--- config.mk ---
export PLATFORM = sky130hd
export DESIGN_NAME = rv_core
export DESIGN_NICKNAME = d
export VERILOG_FILES = /design/src/rv_pkg.sv /design/src/rv_fetch.sv /design/src/rv_decode.sv /design/src/rv_regfile.sv /design/src/rv_execute.sv /design/src/rv_core.sv
export SDC_FILE = /design/constraint.sdc
export NUM_CORES = 2
export LEC_CHECK = 0
export CAP_MARGIN = 25
export CORE_MARGIN = 8
export CORE_UTILIZATION = 40
export DETAILED_ROUTE_END_ITERATION = 12
export DONT_BUFFER_PORTS = 1
export SLEW_MARGIN = 20
export SYNTH_ARGS = -nofsm -noshare
export SYNTH_HDL_FRONTEND = slang
export SYNTH_SLANG_ARGS = --single-unit
--- constraint.sdc ---
create_clock -name i_clock -period 8.65 [get_ports i_clock]
set_clock_uncertainty 0.1 [all_clocks]
set_input_delay 1.73 -clock i_clock [delete_from_list [all_inputs] [get_ports i_clock]]
set_output_delay 1.73 -clock i_clock [all_outputs]
set_load 0.005 [all_outputs]
--- src/rv_pkg.sv ---
package rv_pkg;

	// ####################################################################
	// operation and operand encodings
	// ####################################################################

	typedef enum logic [3:0] {
		ALU_ADD,
		ALU_SUB,
		ALU_AND,
		ALU_OR,
		ALU_XOR,
		ALU_SLL,
		ALU_SRL,
		ALU_SRA,
		ALU_SLT,
		ALU_SLTU,
		ALU_PASS_B
	} alu_op_t;

	typedef enum logic [2:0] {
		OPD_ZERO,
		OPD_RS1,
		OPD_RS2,
		OPD_PC,
		OPD_IMM
	} operand_sel_t;

	typedef enum logic [2:0] {
		BR_NONE,
		BR_EQ,
		BR_NE,
		BR_LT,
		BR_GE,
		BR_LTU,
		BR_GEU
	} branch_cond_t;

	// ####################################################################
	// stage records
	// ####################################################################

	typedef struct packed {
		logic tag;
		logic [31:0] pc;
		logic [31:0] instruction;
		logic [4:0] rs1;
		logic [4:0] rs2;
		logic [4:0] rd;
	} fetch_data_t;

	typedef struct packed {
		logic tag;
		logic [31:0] pc;
		logic [4:0] rs1;
		logic [4:0] rs2;
		logic [4:0] rd;
		logic [31:0] imm;
		alu_op_t alu_operation;
		operand_sel_t alu_operand1;
		operand_sel_t alu_operand2;
		branch_cond_t branch_cond;
		logic jump;
		logic writes_rd;
		logic [1:0] have_rs; // bit 0 reads rs1, bit 1 reads rs2
	} decode_data_t;

	typedef struct packed {
		logic [4:0] rd;
		logic [31:0] value;
	} wb_data_t;

	localparam logic [6:0] OPC_OP_IMM = 7'b0010011;
	localparam logic [6:0] OPC_OP = 7'b0110011;
	localparam logic [6:0] OPC_LUI = 7'b0110111;
	localparam logic [6:0] OPC_AUIPC = 7'b0010111;
	localparam logic [6:0] OPC_JAL = 7'b1101111;
	localparam logic [6:0] OPC_JALR = 7'b1100111;
	localparam logic [6:0] OPC_BRANCH = 7'b1100011;

endpackage

--- src/rv_fetch.sv ---
`timescale 1ns/10ps

module rv_fetch import rv_pkg::*; #(
	parameter logic [31:0] RESET_PC = 32'h0
) (
	input logic i_clock,
	input logic i_reset,
	input logic i_inst_valid,
	input logic [31:0] i_inst,
	output fetch_data_t o_data
);

	logic [31:0] pc;
	fetch_data_t data;

	assign o_data = data;

	always_ff @(posedge i_clock) begin
		if (i_reset) begin
			pc <= RESET_PC;
			data <= '0;
		end
		else if (i_inst_valid) begin
			data.tag <= ~data.tag; // a flipped tag tells decode a new word is here
			data.pc <= pc;
			data.instruction <= i_inst;
			data.rs1 <= i_inst[19:15];
			data.rs2 <= i_inst[24:20];
			data.rd <= i_inst[11:7];

			// no redirects, the counter only ever steps by one word
			pc <= pc + 32'd4;
		end
	end

endmodule

--- src/rv_decode.sv ---
`timescale 1ns/10ps

module rv_decode import rv_pkg::*; (
	input logic i_clock,
	input logic i_reset,
	input fetch_data_t i_data,
	output decode_data_t o_data,
	output logic o_fault
);

	logic in_tag; // last fetch tag taken in, kept apart from the outgoing tag
	decode_data_t data;

	logic [6:0] opcode;
	logic [2:0] funct3;
	logic [6:0] funct7;

	logic [31:0] imm_i;
	logic [31:0] imm_b;
	logic [31:0] imm_u;
	logic [31:0] imm_j;

	logic supported;
	logic [31:0] imm;
	alu_op_t alu_operation;
	operand_sel_t operand1;
	operand_sel_t operand2;
	branch_cond_t cond;
	logic jump;
	logic writes_rd;
	logic [1:0] uses_rs;

	assign o_data = data;

	assign opcode = i_data.instruction[6:0];
	assign funct3 = i_data.instruction[14:12];
	assign funct7 = i_data.instruction[31:25];

	assign imm_i = {{21{i_data.instruction[31]}}, i_data.instruction[30:20]};
	assign imm_b = {{20{i_data.instruction[31]}}, i_data.instruction[7],
		i_data.instruction[30:25], i_data.instruction[11:8], 1'b0};
	assign imm_u = {i_data.instruction[31:12], 12'h000};
	assign imm_j = {{12{i_data.instruction[31]}}, i_data.instruction[19:12],
		i_data.instruction[20], i_data.instruction[30:21], 1'b0};

	function automatic alu_op_t alu_from_funct(input logic [2:0] f3, input logic alt);
		case (f3)
			3'b000: return alt ? ALU_SUB : ALU_ADD;
			3'b001: return ALU_SLL;
			3'b010: return ALU_SLT;
			3'b011: return ALU_SLTU;
			3'b100: return ALU_XOR;
			3'b101: return alt ? ALU_SRA : ALU_SRL;
			3'b110: return ALU_OR;
			default: return ALU_AND;
		endcase
	endfunction

	// ####################################################################
	// classification
	// ####################################################################

	always_comb begin
		supported = 1'b0;
		imm = 32'h0;
		alu_operation = ALU_ADD;
		operand1 = OPD_RS1;
		operand2 = OPD_IMM;
		cond = BR_NONE;
		jump = 1'b0;
		writes_rd = 1'b0;
		uses_rs = 2'b00;
		case (opcode)
			OPC_OP_IMM: begin
				supported = (funct3 == 3'b001) ? (funct7 == 7'h00) :
					(funct3 == 3'b101) ? (funct7 == 7'h00 || funct7 == 7'h20) : 1'b1;
				imm = imm_i; // shifts only use the low five bits
				alu_operation = alu_from_funct(funct3, funct3 == 3'b101 && funct7[5]);
				writes_rd = 1'b1;
				uses_rs = 2'b01;
			end
			OPC_OP: begin
				supported = (funct7 == 7'h00) ||
					(funct7 == 7'h20 && (funct3 == 3'b000 || funct3 == 3'b101));
				alu_operation = alu_from_funct(funct3, funct7[5]);
				operand2 = OPD_RS2;
				writes_rd = 1'b1;
				uses_rs = 2'b11;
			end
			OPC_LUI: begin
				supported = 1'b1;
				imm = imm_u;
				alu_operation = ALU_PASS_B;
				operand1 = OPD_ZERO;
				writes_rd = 1'b1;
			end
			OPC_AUIPC: begin
				supported = 1'b1;
				imm = imm_u;
				operand1 = OPD_PC;
				writes_rd = 1'b1;
			end
			OPC_JAL: begin
				supported = 1'b1;
				imm = imm_j;
				operand1 = OPD_PC; // the ALU forms the target, execute forms the link
				jump = 1'b1;
				writes_rd = 1'b1;
			end
			OPC_JALR: begin
				supported = (funct3 == 3'b000);
				imm = imm_i;
				jump = 1'b1;
				writes_rd = 1'b1;
				uses_rs = 2'b01;
			end
			OPC_BRANCH: begin
				supported = (funct3 != 3'b010 && funct3 != 3'b011);
				imm = imm_b;
				operand1 = OPD_PC;
				uses_rs = 2'b11; // both registers go to the comparator
				case (funct3)
					3'b000: cond = BR_EQ;
					3'b001: cond = BR_NE;
					3'b100: cond = BR_LT;
					3'b101: cond = BR_GE;
					3'b110: cond = BR_LTU;
					default: cond = BR_GEU;
				endcase
			end
			default: supported = 1'b0;
		endcase
	end

	// ####################################################################
	// decoded record
	// ####################################################################

	always_ff @(posedge i_clock) begin
		if (i_reset) begin
			in_tag <= 1'b0;
			data <= '0;
			o_fault <= 1'b0;
		end
		else if (i_data.tag != in_tag) begin
			in_tag <= i_data.tag;
			data.pc <= i_data.pc;
			data.rs1 <= i_data.rs1;
			data.rs2 <= i_data.rs2;
			data.rd <= i_data.rd;
			data.imm <= imm;
			data.alu_operation <= alu_operation;
			data.alu_operand1 <= operand1;
			data.alu_operand2 <= operand2;
			data.branch_cond <= cond;
			data.jump <= jump;
			data.writes_rd <= writes_rd;
			data.have_rs <= uses_rs;
			if (supported)
				data.tag <= ~data.tag;
			else
				o_fault <= 1'b1; // sticky, only reset clears it
		end
	end

endmodule

--- src/rv_regfile.sv ---
`timescale 1ns/10ps

module rv_regfile import rv_pkg::*; (
	input logic i_clock,
	input logic i_reset,
	input logic [4:0] i_rs1,
	input logic [4:0] i_rs2,
	output logic [31:0] o_rs1_value,
	output logic [31:0] o_rs2_value,
	input logic i_we,
	input wb_data_t i_wb
);

	logic [31:0] regs [0:31];

	// a write still on its way in is returned to the reader in the same cycle
	function automatic logic [31:0] read_port(input logic [4:0] addr);
		if (addr == 5'd0)
			return 32'h0;
		if (i_we && i_wb.rd == addr)
			return i_wb.value;
		return regs[addr];
	endfunction

	assign o_rs1_value = read_port(i_rs1);
	assign o_rs2_value = read_port(i_rs2);

	always_ff @(posedge i_clock) begin
		if (i_reset) begin
			for (int i = 0; i < 32; i++)
				regs[i] <= 32'h0;
		end
		else if (i_we && i_wb.rd != 5'd0) begin
			regs[i_wb.rd] <= i_wb.value;
		end
	end

endmodule

--- src/rv_execute.sv ---
`timescale 1ns/10ps

module rv_execute import rv_pkg::*; (
	input logic i_clock,
	input logic i_reset,
	input decode_data_t i_data,
	output logic [4:0] o_rs1,
	output logic [4:0] o_rs2,
	input logic [31:0] i_rs1_value,
	input logic [31:0] i_rs2_value,
	output logic o_wb_valid,
	output wb_data_t o_wb,
	output logic o_br_valid,
	output logic o_br_taken,
	output logic [31:0] o_br_target
);

	logic tag;
	logic [31:0] op_a;
	logic [31:0] op_b;
	logic [31:0] result;
	logic cond_true;

	// unused read ports point at x0
	assign o_rs1 = i_data.have_rs[0] ? i_data.rs1 : 5'd0;
	assign o_rs2 = i_data.have_rs[1] ? i_data.rs2 : 5'd0;

	function automatic logic [31:0] select_operand(input operand_sel_t sel);
		case (sel)
			OPD_RS1: return i_rs1_value;
			OPD_RS2: return i_rs2_value;
			OPD_PC: return i_data.pc;
			OPD_IMM: return i_data.imm;
			default: return 32'h0;
		endcase
	endfunction

	assign op_a = select_operand(i_data.alu_operand1);
	assign op_b = select_operand(i_data.alu_operand2);

	always_comb begin
		case (i_data.alu_operation)
			ALU_SUB: result = op_a - op_b;
			ALU_AND: result = op_a & op_b;
			ALU_OR: result = op_a | op_b;
			ALU_XOR: result = op_a ^ op_b;
			ALU_SLL: result = op_a << op_b[4:0];
			ALU_SRL: result = op_a >> op_b[4:0];
			ALU_SRA: result = $signed(op_a) >>> op_b[4:0];
			ALU_SLT: result = {31'b0, $signed(op_a) < $signed(op_b)};
			ALU_SLTU: result = {31'b0, op_a < op_b};
			ALU_PASS_B: result = op_b;
			default: result = op_a + op_b;
		endcase
	end

	always_comb begin
		case (i_data.branch_cond)
			BR_EQ: cond_true = (i_rs1_value == i_rs2_value);
			BR_NE: cond_true = (i_rs1_value != i_rs2_value);
			BR_LT: cond_true = ($signed(i_rs1_value) < $signed(i_rs2_value));
			BR_GE: cond_true = ($signed(i_rs1_value) >= $signed(i_rs2_value));
			BR_LTU: cond_true = (i_rs1_value < i_rs2_value);
			BR_GEU: cond_true = (i_rs1_value >= i_rs2_value);
			default: cond_true = 1'b0;
		endcase
	end

	// ####################################################################
	// writeback and branch report
	// ####################################################################

	always_ff @(posedge i_clock) begin
		if (i_reset) begin
			tag <= 1'b0;
			o_wb_valid <= 1'b0;
			o_br_valid <= 1'b0;
		end
		else begin
			o_wb_valid <= 1'b0;
			o_br_valid <= 1'b0;
			if (i_data.tag != tag) begin
				tag <= i_data.tag;
				o_wb_valid <= i_data.writes_rd;
				o_br_valid <= (i_data.branch_cond != BR_NONE);
			end
		end
	end

	always_ff @(posedge i_clock) begin
		if (i_data.tag != tag) begin
			o_wb.rd <= i_data.rd;
			o_wb.value <= i_data.jump ? i_data.pc + 32'd4 : result;
			// jumps leave their target here too, next to the link writeback
			if (i_data.jump) begin
				o_br_taken <= 1'b1;
				o_br_target <= {result[31:1], 1'b0};
			end
			else if (i_data.branch_cond != BR_NONE) begin
				o_br_taken <= cond_true;
				o_br_target <= result;
			end
		end
	end

endmodule

--- src/rv_core.sv ---
`timescale 1ns/10ps

module rv_core import rv_pkg::*; #(
	parameter logic [31:0] RESET_PC = 32'h0
) (
	input logic i_clock,
	input logic i_reset,
	input logic i_inst_valid,
	input logic [31:0] i_inst,
	output logic o_wb_valid,
	output wb_data_t o_wb,
	output logic o_br_valid,
	output logic o_br_taken,
	output logic [31:0] o_br_target,
	output logic o_fault
);

	fetch_data_t fetch_data;
	decode_data_t decode_data;
	logic [4:0] rs1;
	logic [4:0] rs2;
	logic [31:0] rs1_value;
	logic [31:0] rs2_value;

	rv_fetch #(
		.RESET_PC(RESET_PC)
	) u_fetch (
		.i_clock(i_clock),
		.i_reset(i_reset),
		.i_inst_valid(i_inst_valid),
		.i_inst(i_inst),
		.o_data(fetch_data)
	);

	rv_decode u_decode (
		.i_clock(i_clock),
		.i_reset(i_reset),
		.i_data(fetch_data),
		.o_data(decode_data),
		.o_fault(o_fault)
	);

	// the writeback strobe doubles as the register file write port
	rv_regfile u_regfile (
		.i_clock(i_clock),
		.i_reset(i_reset),
		.i_rs1(rs1),
		.i_rs2(rs2),
		.o_rs1_value(rs1_value),
		.o_rs2_value(rs2_value),
		.i_we(o_wb_valid),
		.i_wb(o_wb)
	);

	rv_execute u_execute (
		.i_clock(i_clock),
		.i_reset(i_reset),
		.i_data(decode_data),
		.o_rs1(rs1),
		.o_rs2(rs2),
		.i_rs1_value(rs1_value),
		.i_rs2_value(rs2_value),
		.o_wb_valid(o_wb_valid),
		.o_wb(o_wb),
		.o_br_valid(o_br_valid),
		.o_br_taken(o_br_taken),
		.o_br_target(o_br_target)
	);

endmodule

==> flow_summary.yaml <==
floorplanning:
  dieHeight_um: 467
  start_util_pct: 40.2
  row_count: 165
  core_area_sq_um: 202000
  die_w_um: 467
  ios: 108
  die_area_sq_um: 218000
detailed_routing:
  drt_first_pass_iters: 11
  wl_mm: 419
  drt-initial-drc-count: 14100
  drc_errors: 0
  vias_per_cell: 7.05
  ant_nets: 0
  drt-wirelength-per-cell_um: 39.9
  dr_total_vias: 74000
timing:
  finalSetupTns_ns: 0
  worst_pin_slew_ns: 1.30
  min_period_ns: 8.24
  finalCritPeriodShare_pct: 95.3
  setup_ws_ns: 0.406
  fmax_ghz: 0.121
  slew_violations: 0
  hold-worst-slack_ns: 0.330
  relSlewSlack_pct: 13.1
  rsz0062_at_grt: "no"
  setup_viol: 0
  hold_viol_final: 0
clock_tree:
  cts_tree: "done"
  cts_resized: 0
  post_cts_buffers: 0
  cts_root_buf: "clkbuf_16"
  h-tree-depth: 4
  clk_path_buf_depth: 3
  cts_sinks: 1285
  ctsHoldBuffers: 0
  cts.clk_slew.worst_paths_ns: 0.06
  clk_latency_ns: 0.87
  cts_made_buffers: 150
global_routing:
  overflow: 0
  antenna_found_initial: 31
  grt_pass1_vias: 67700
  grt_max_degree: 255
  track_usage_pct: 36.7
  grt_pass1_wl_mm: 567
yosys:
  synth-seq-cells: 1285
  syn_area_sq_um: 81300
  syn_inst: 7827
  yosys.cell_types.count: 135
  ys_warn_count: 0
  ys_seq_area_share_pct: 45.1
  async_flop_share_pct: 0
  yosys_most_used_dff: "edfxtp_1"
  synth_edf_count: 1094
  synth.avg_cell_area_sq_um: 10.4
power_and_ir_drop:
  ir_drop_uv: 128
  p_per_area_nw_per_um2: 173
  pwr-share-seq_pct: 45.7
  p_int_mw: 11.1
  p_leak_nw: 30.8
  combPwrFrac_pct: 13.3
  p_switching_mw: 4.43
  switching_share_pct: 28.6
  p_clk_share_pct: 41.1
worst_setup_path:
  cp_slowest_cell: "a222oi_1"
  crit_buf_inv: 4
  cp_max_fo: 39
  critPathTopFamily: "compound AO/OA/AOI/OAI gates"
  worst_setup_path_end_kind: "register"
  cp-start-kind: "register"
  max_stage_delay_ns: 0.99
  worstPathRequired_ns: 9.09
  worstSetupPathType: "register to register"
  cp.arrival_ns: 8.68
place:
  gp_congestion: 1.06
  dp_slack_ns: 0.901
  io_buffers: 0
  dpl.cell_count: 10200
  dp_hpwl_mm: 296
layout:
  drive_above_1_share_pct: 14.3
  nFillCells: 18900
  final_common_cell: "edfxtp_1"
  fin_nets: 7868
  area_growth_pct: 10.6
  seqCellArea_sq_um: 36700
  multi_input_area_sq_um: 40700
  fin_cells: 10500
  final_cell_mix: "1,094 x edfxtp_1, 879 x and2_1, 534 x mux2i_1"
run_status:
  status: "finished clean"
run:
  maxCapViolCount: 0
worst_hold_path:
  worstHoldPathType: "register to register"
final timing paths:
| kind | start | end | slack (ns) | cells after the start |
|---|---|---|---|---|
| worst min register to register | u_decode.o_data[49]$_SDFFE_PP0P_ | u_execute.o_wb[32]$_DFFE_PN_ | 0.33 | 0 |
| worst max register to register | u_decode.o_data[1]$_SDFFE_PP0P_ | u_execute.o_wb[28]$_DFFE_PN_ | 0.41 | 25 |
| worst max-delay path | u_decode.o_data[1]$_SDFFE_PP0P_ | u_execute.o_wb[28]$_DFFE_PN_ | 0.41 | 25 |
| worst min-delay path | u_decode.o_data[49]$_SDFFE_PP0P_ | u_execute.o_wb[32]$_DFFE_PN_ | 0.33 | 0 |
logic make-up after synthesis:
group / synth area share, %
simple gates: 17.2
compound gates: 18.7
flops: 45.1
buf+inv: 5.43
mux: 10.8
fa+ha+maj: 1.90
xor+xnor: 0.895
other cells: 0.00461
final cells by class:
class / count / area share [%]
sequential: 1285 / 40.8
multi-input combinational: 5667 / 45.3
clock buffer: 187 / 4.39
tap: 2672 / 3.72
timing repair buffer: 466 / 4.22
inverter: 141 / 0.589
antenna: 10 / 0.0278
clock inverter: 78 / 0.915
layer usage:
metal | global-route usage (%) | wire (um) | part of all wire, % | up-vias
met5 | 0 | 121 | 0.029 | -
li1 | - | - | - | 29500
met2 | 49.6 | 163000 | 39 | 6271
met1 | 49.8 | 163000 | 39 | 37000
met3 | 14.0 | 63200 | 15 | 1262
met4 | 20.6 | 30200 | 7.2 | 20
cells in the mapped netlist, types with 103 or more instances:
| cell | n | area (sq um) |
|---|---|---|
| nor3_1 | 219 | 1100 |
| nand2_1 | 508 | 1910 |
| inv_1 | 128 | 480 |
| clkbuf_1 | 443 | 1660 |
| dfxtp_1 | 191 | 3820 |
| ha_1 | 120 | 1500 |
| o22ai_1 | 183 | 1140 |
| and2_1 | 882 | 5520 |
| nor2_1 | 467 | 1750 |
| mux4_2 | 103 | 2320 |
| a21oi_1 | 383 | 1920 |
| buf_2 | 143 | 716 |
| a211oi_1 | 148 | 1110 |
| edfxtp_1 | 1094 | 32900 |
| a221oi_1 | 156 | 1370 |
| mux2i_1 | 534 | 5350 |
| o221ai_1 | 106 | 928 |
| o21ai_0 | 228 | 1140 |
worst reg2reg max path, delay by kind of cell, from the launching register on:
| kind | cells | cell delay, ns |
|---|---|---|
| AO/OA/AOI/OAI | 12 | 3.48 |
| flip-flops | 1 | 0.80 |
| buffers and inverters | 4 | 1.22 |
| multiplexers | 1 | 0.29 |
| AND/OR/NAND/NOR | 7 | 1.55 |
| adder cells (fa/ha/maj) | 1 | 0.52 |
registers in the layout (all words and copies together) (netlist names), 30 cells and up:
| signal | cells |
|---|---|
| u_decode.o_data | 93 |
| u_execute.o_br_target | 32 |
| u_execute.o_wb | 37 |
| u_fetch.o_data | 63 |
| u_fetch.pc | 30 |
| u_regfile.regs | 1024 |
per-stage QoR:
step	util [%]	instance area, sq um	power [mW]
after floorplan	-	81400	8.31
after global placement	42.0	84800	9.14
after detailed placement	42.1	85000	9.15
after CTS	44.4	89800	15.4
after global routing	44.4	89800	15.8
final	44.5	89900	15.5
power groups by stage:
stage	Clock, mW	Combinational [mW]	Sequential, mW
6_report	6.37	2.06	7.09
5_1_grt	6.62	2.08	7.10
4_1_cts	6.39	1.95	7.08
3_5_place_dp	0	1.94	7.21
3_3_place_gp	0	1.94	7.20
2_1_floorplan	0	1.20	7.10
(Power assumes the default switching activity.)
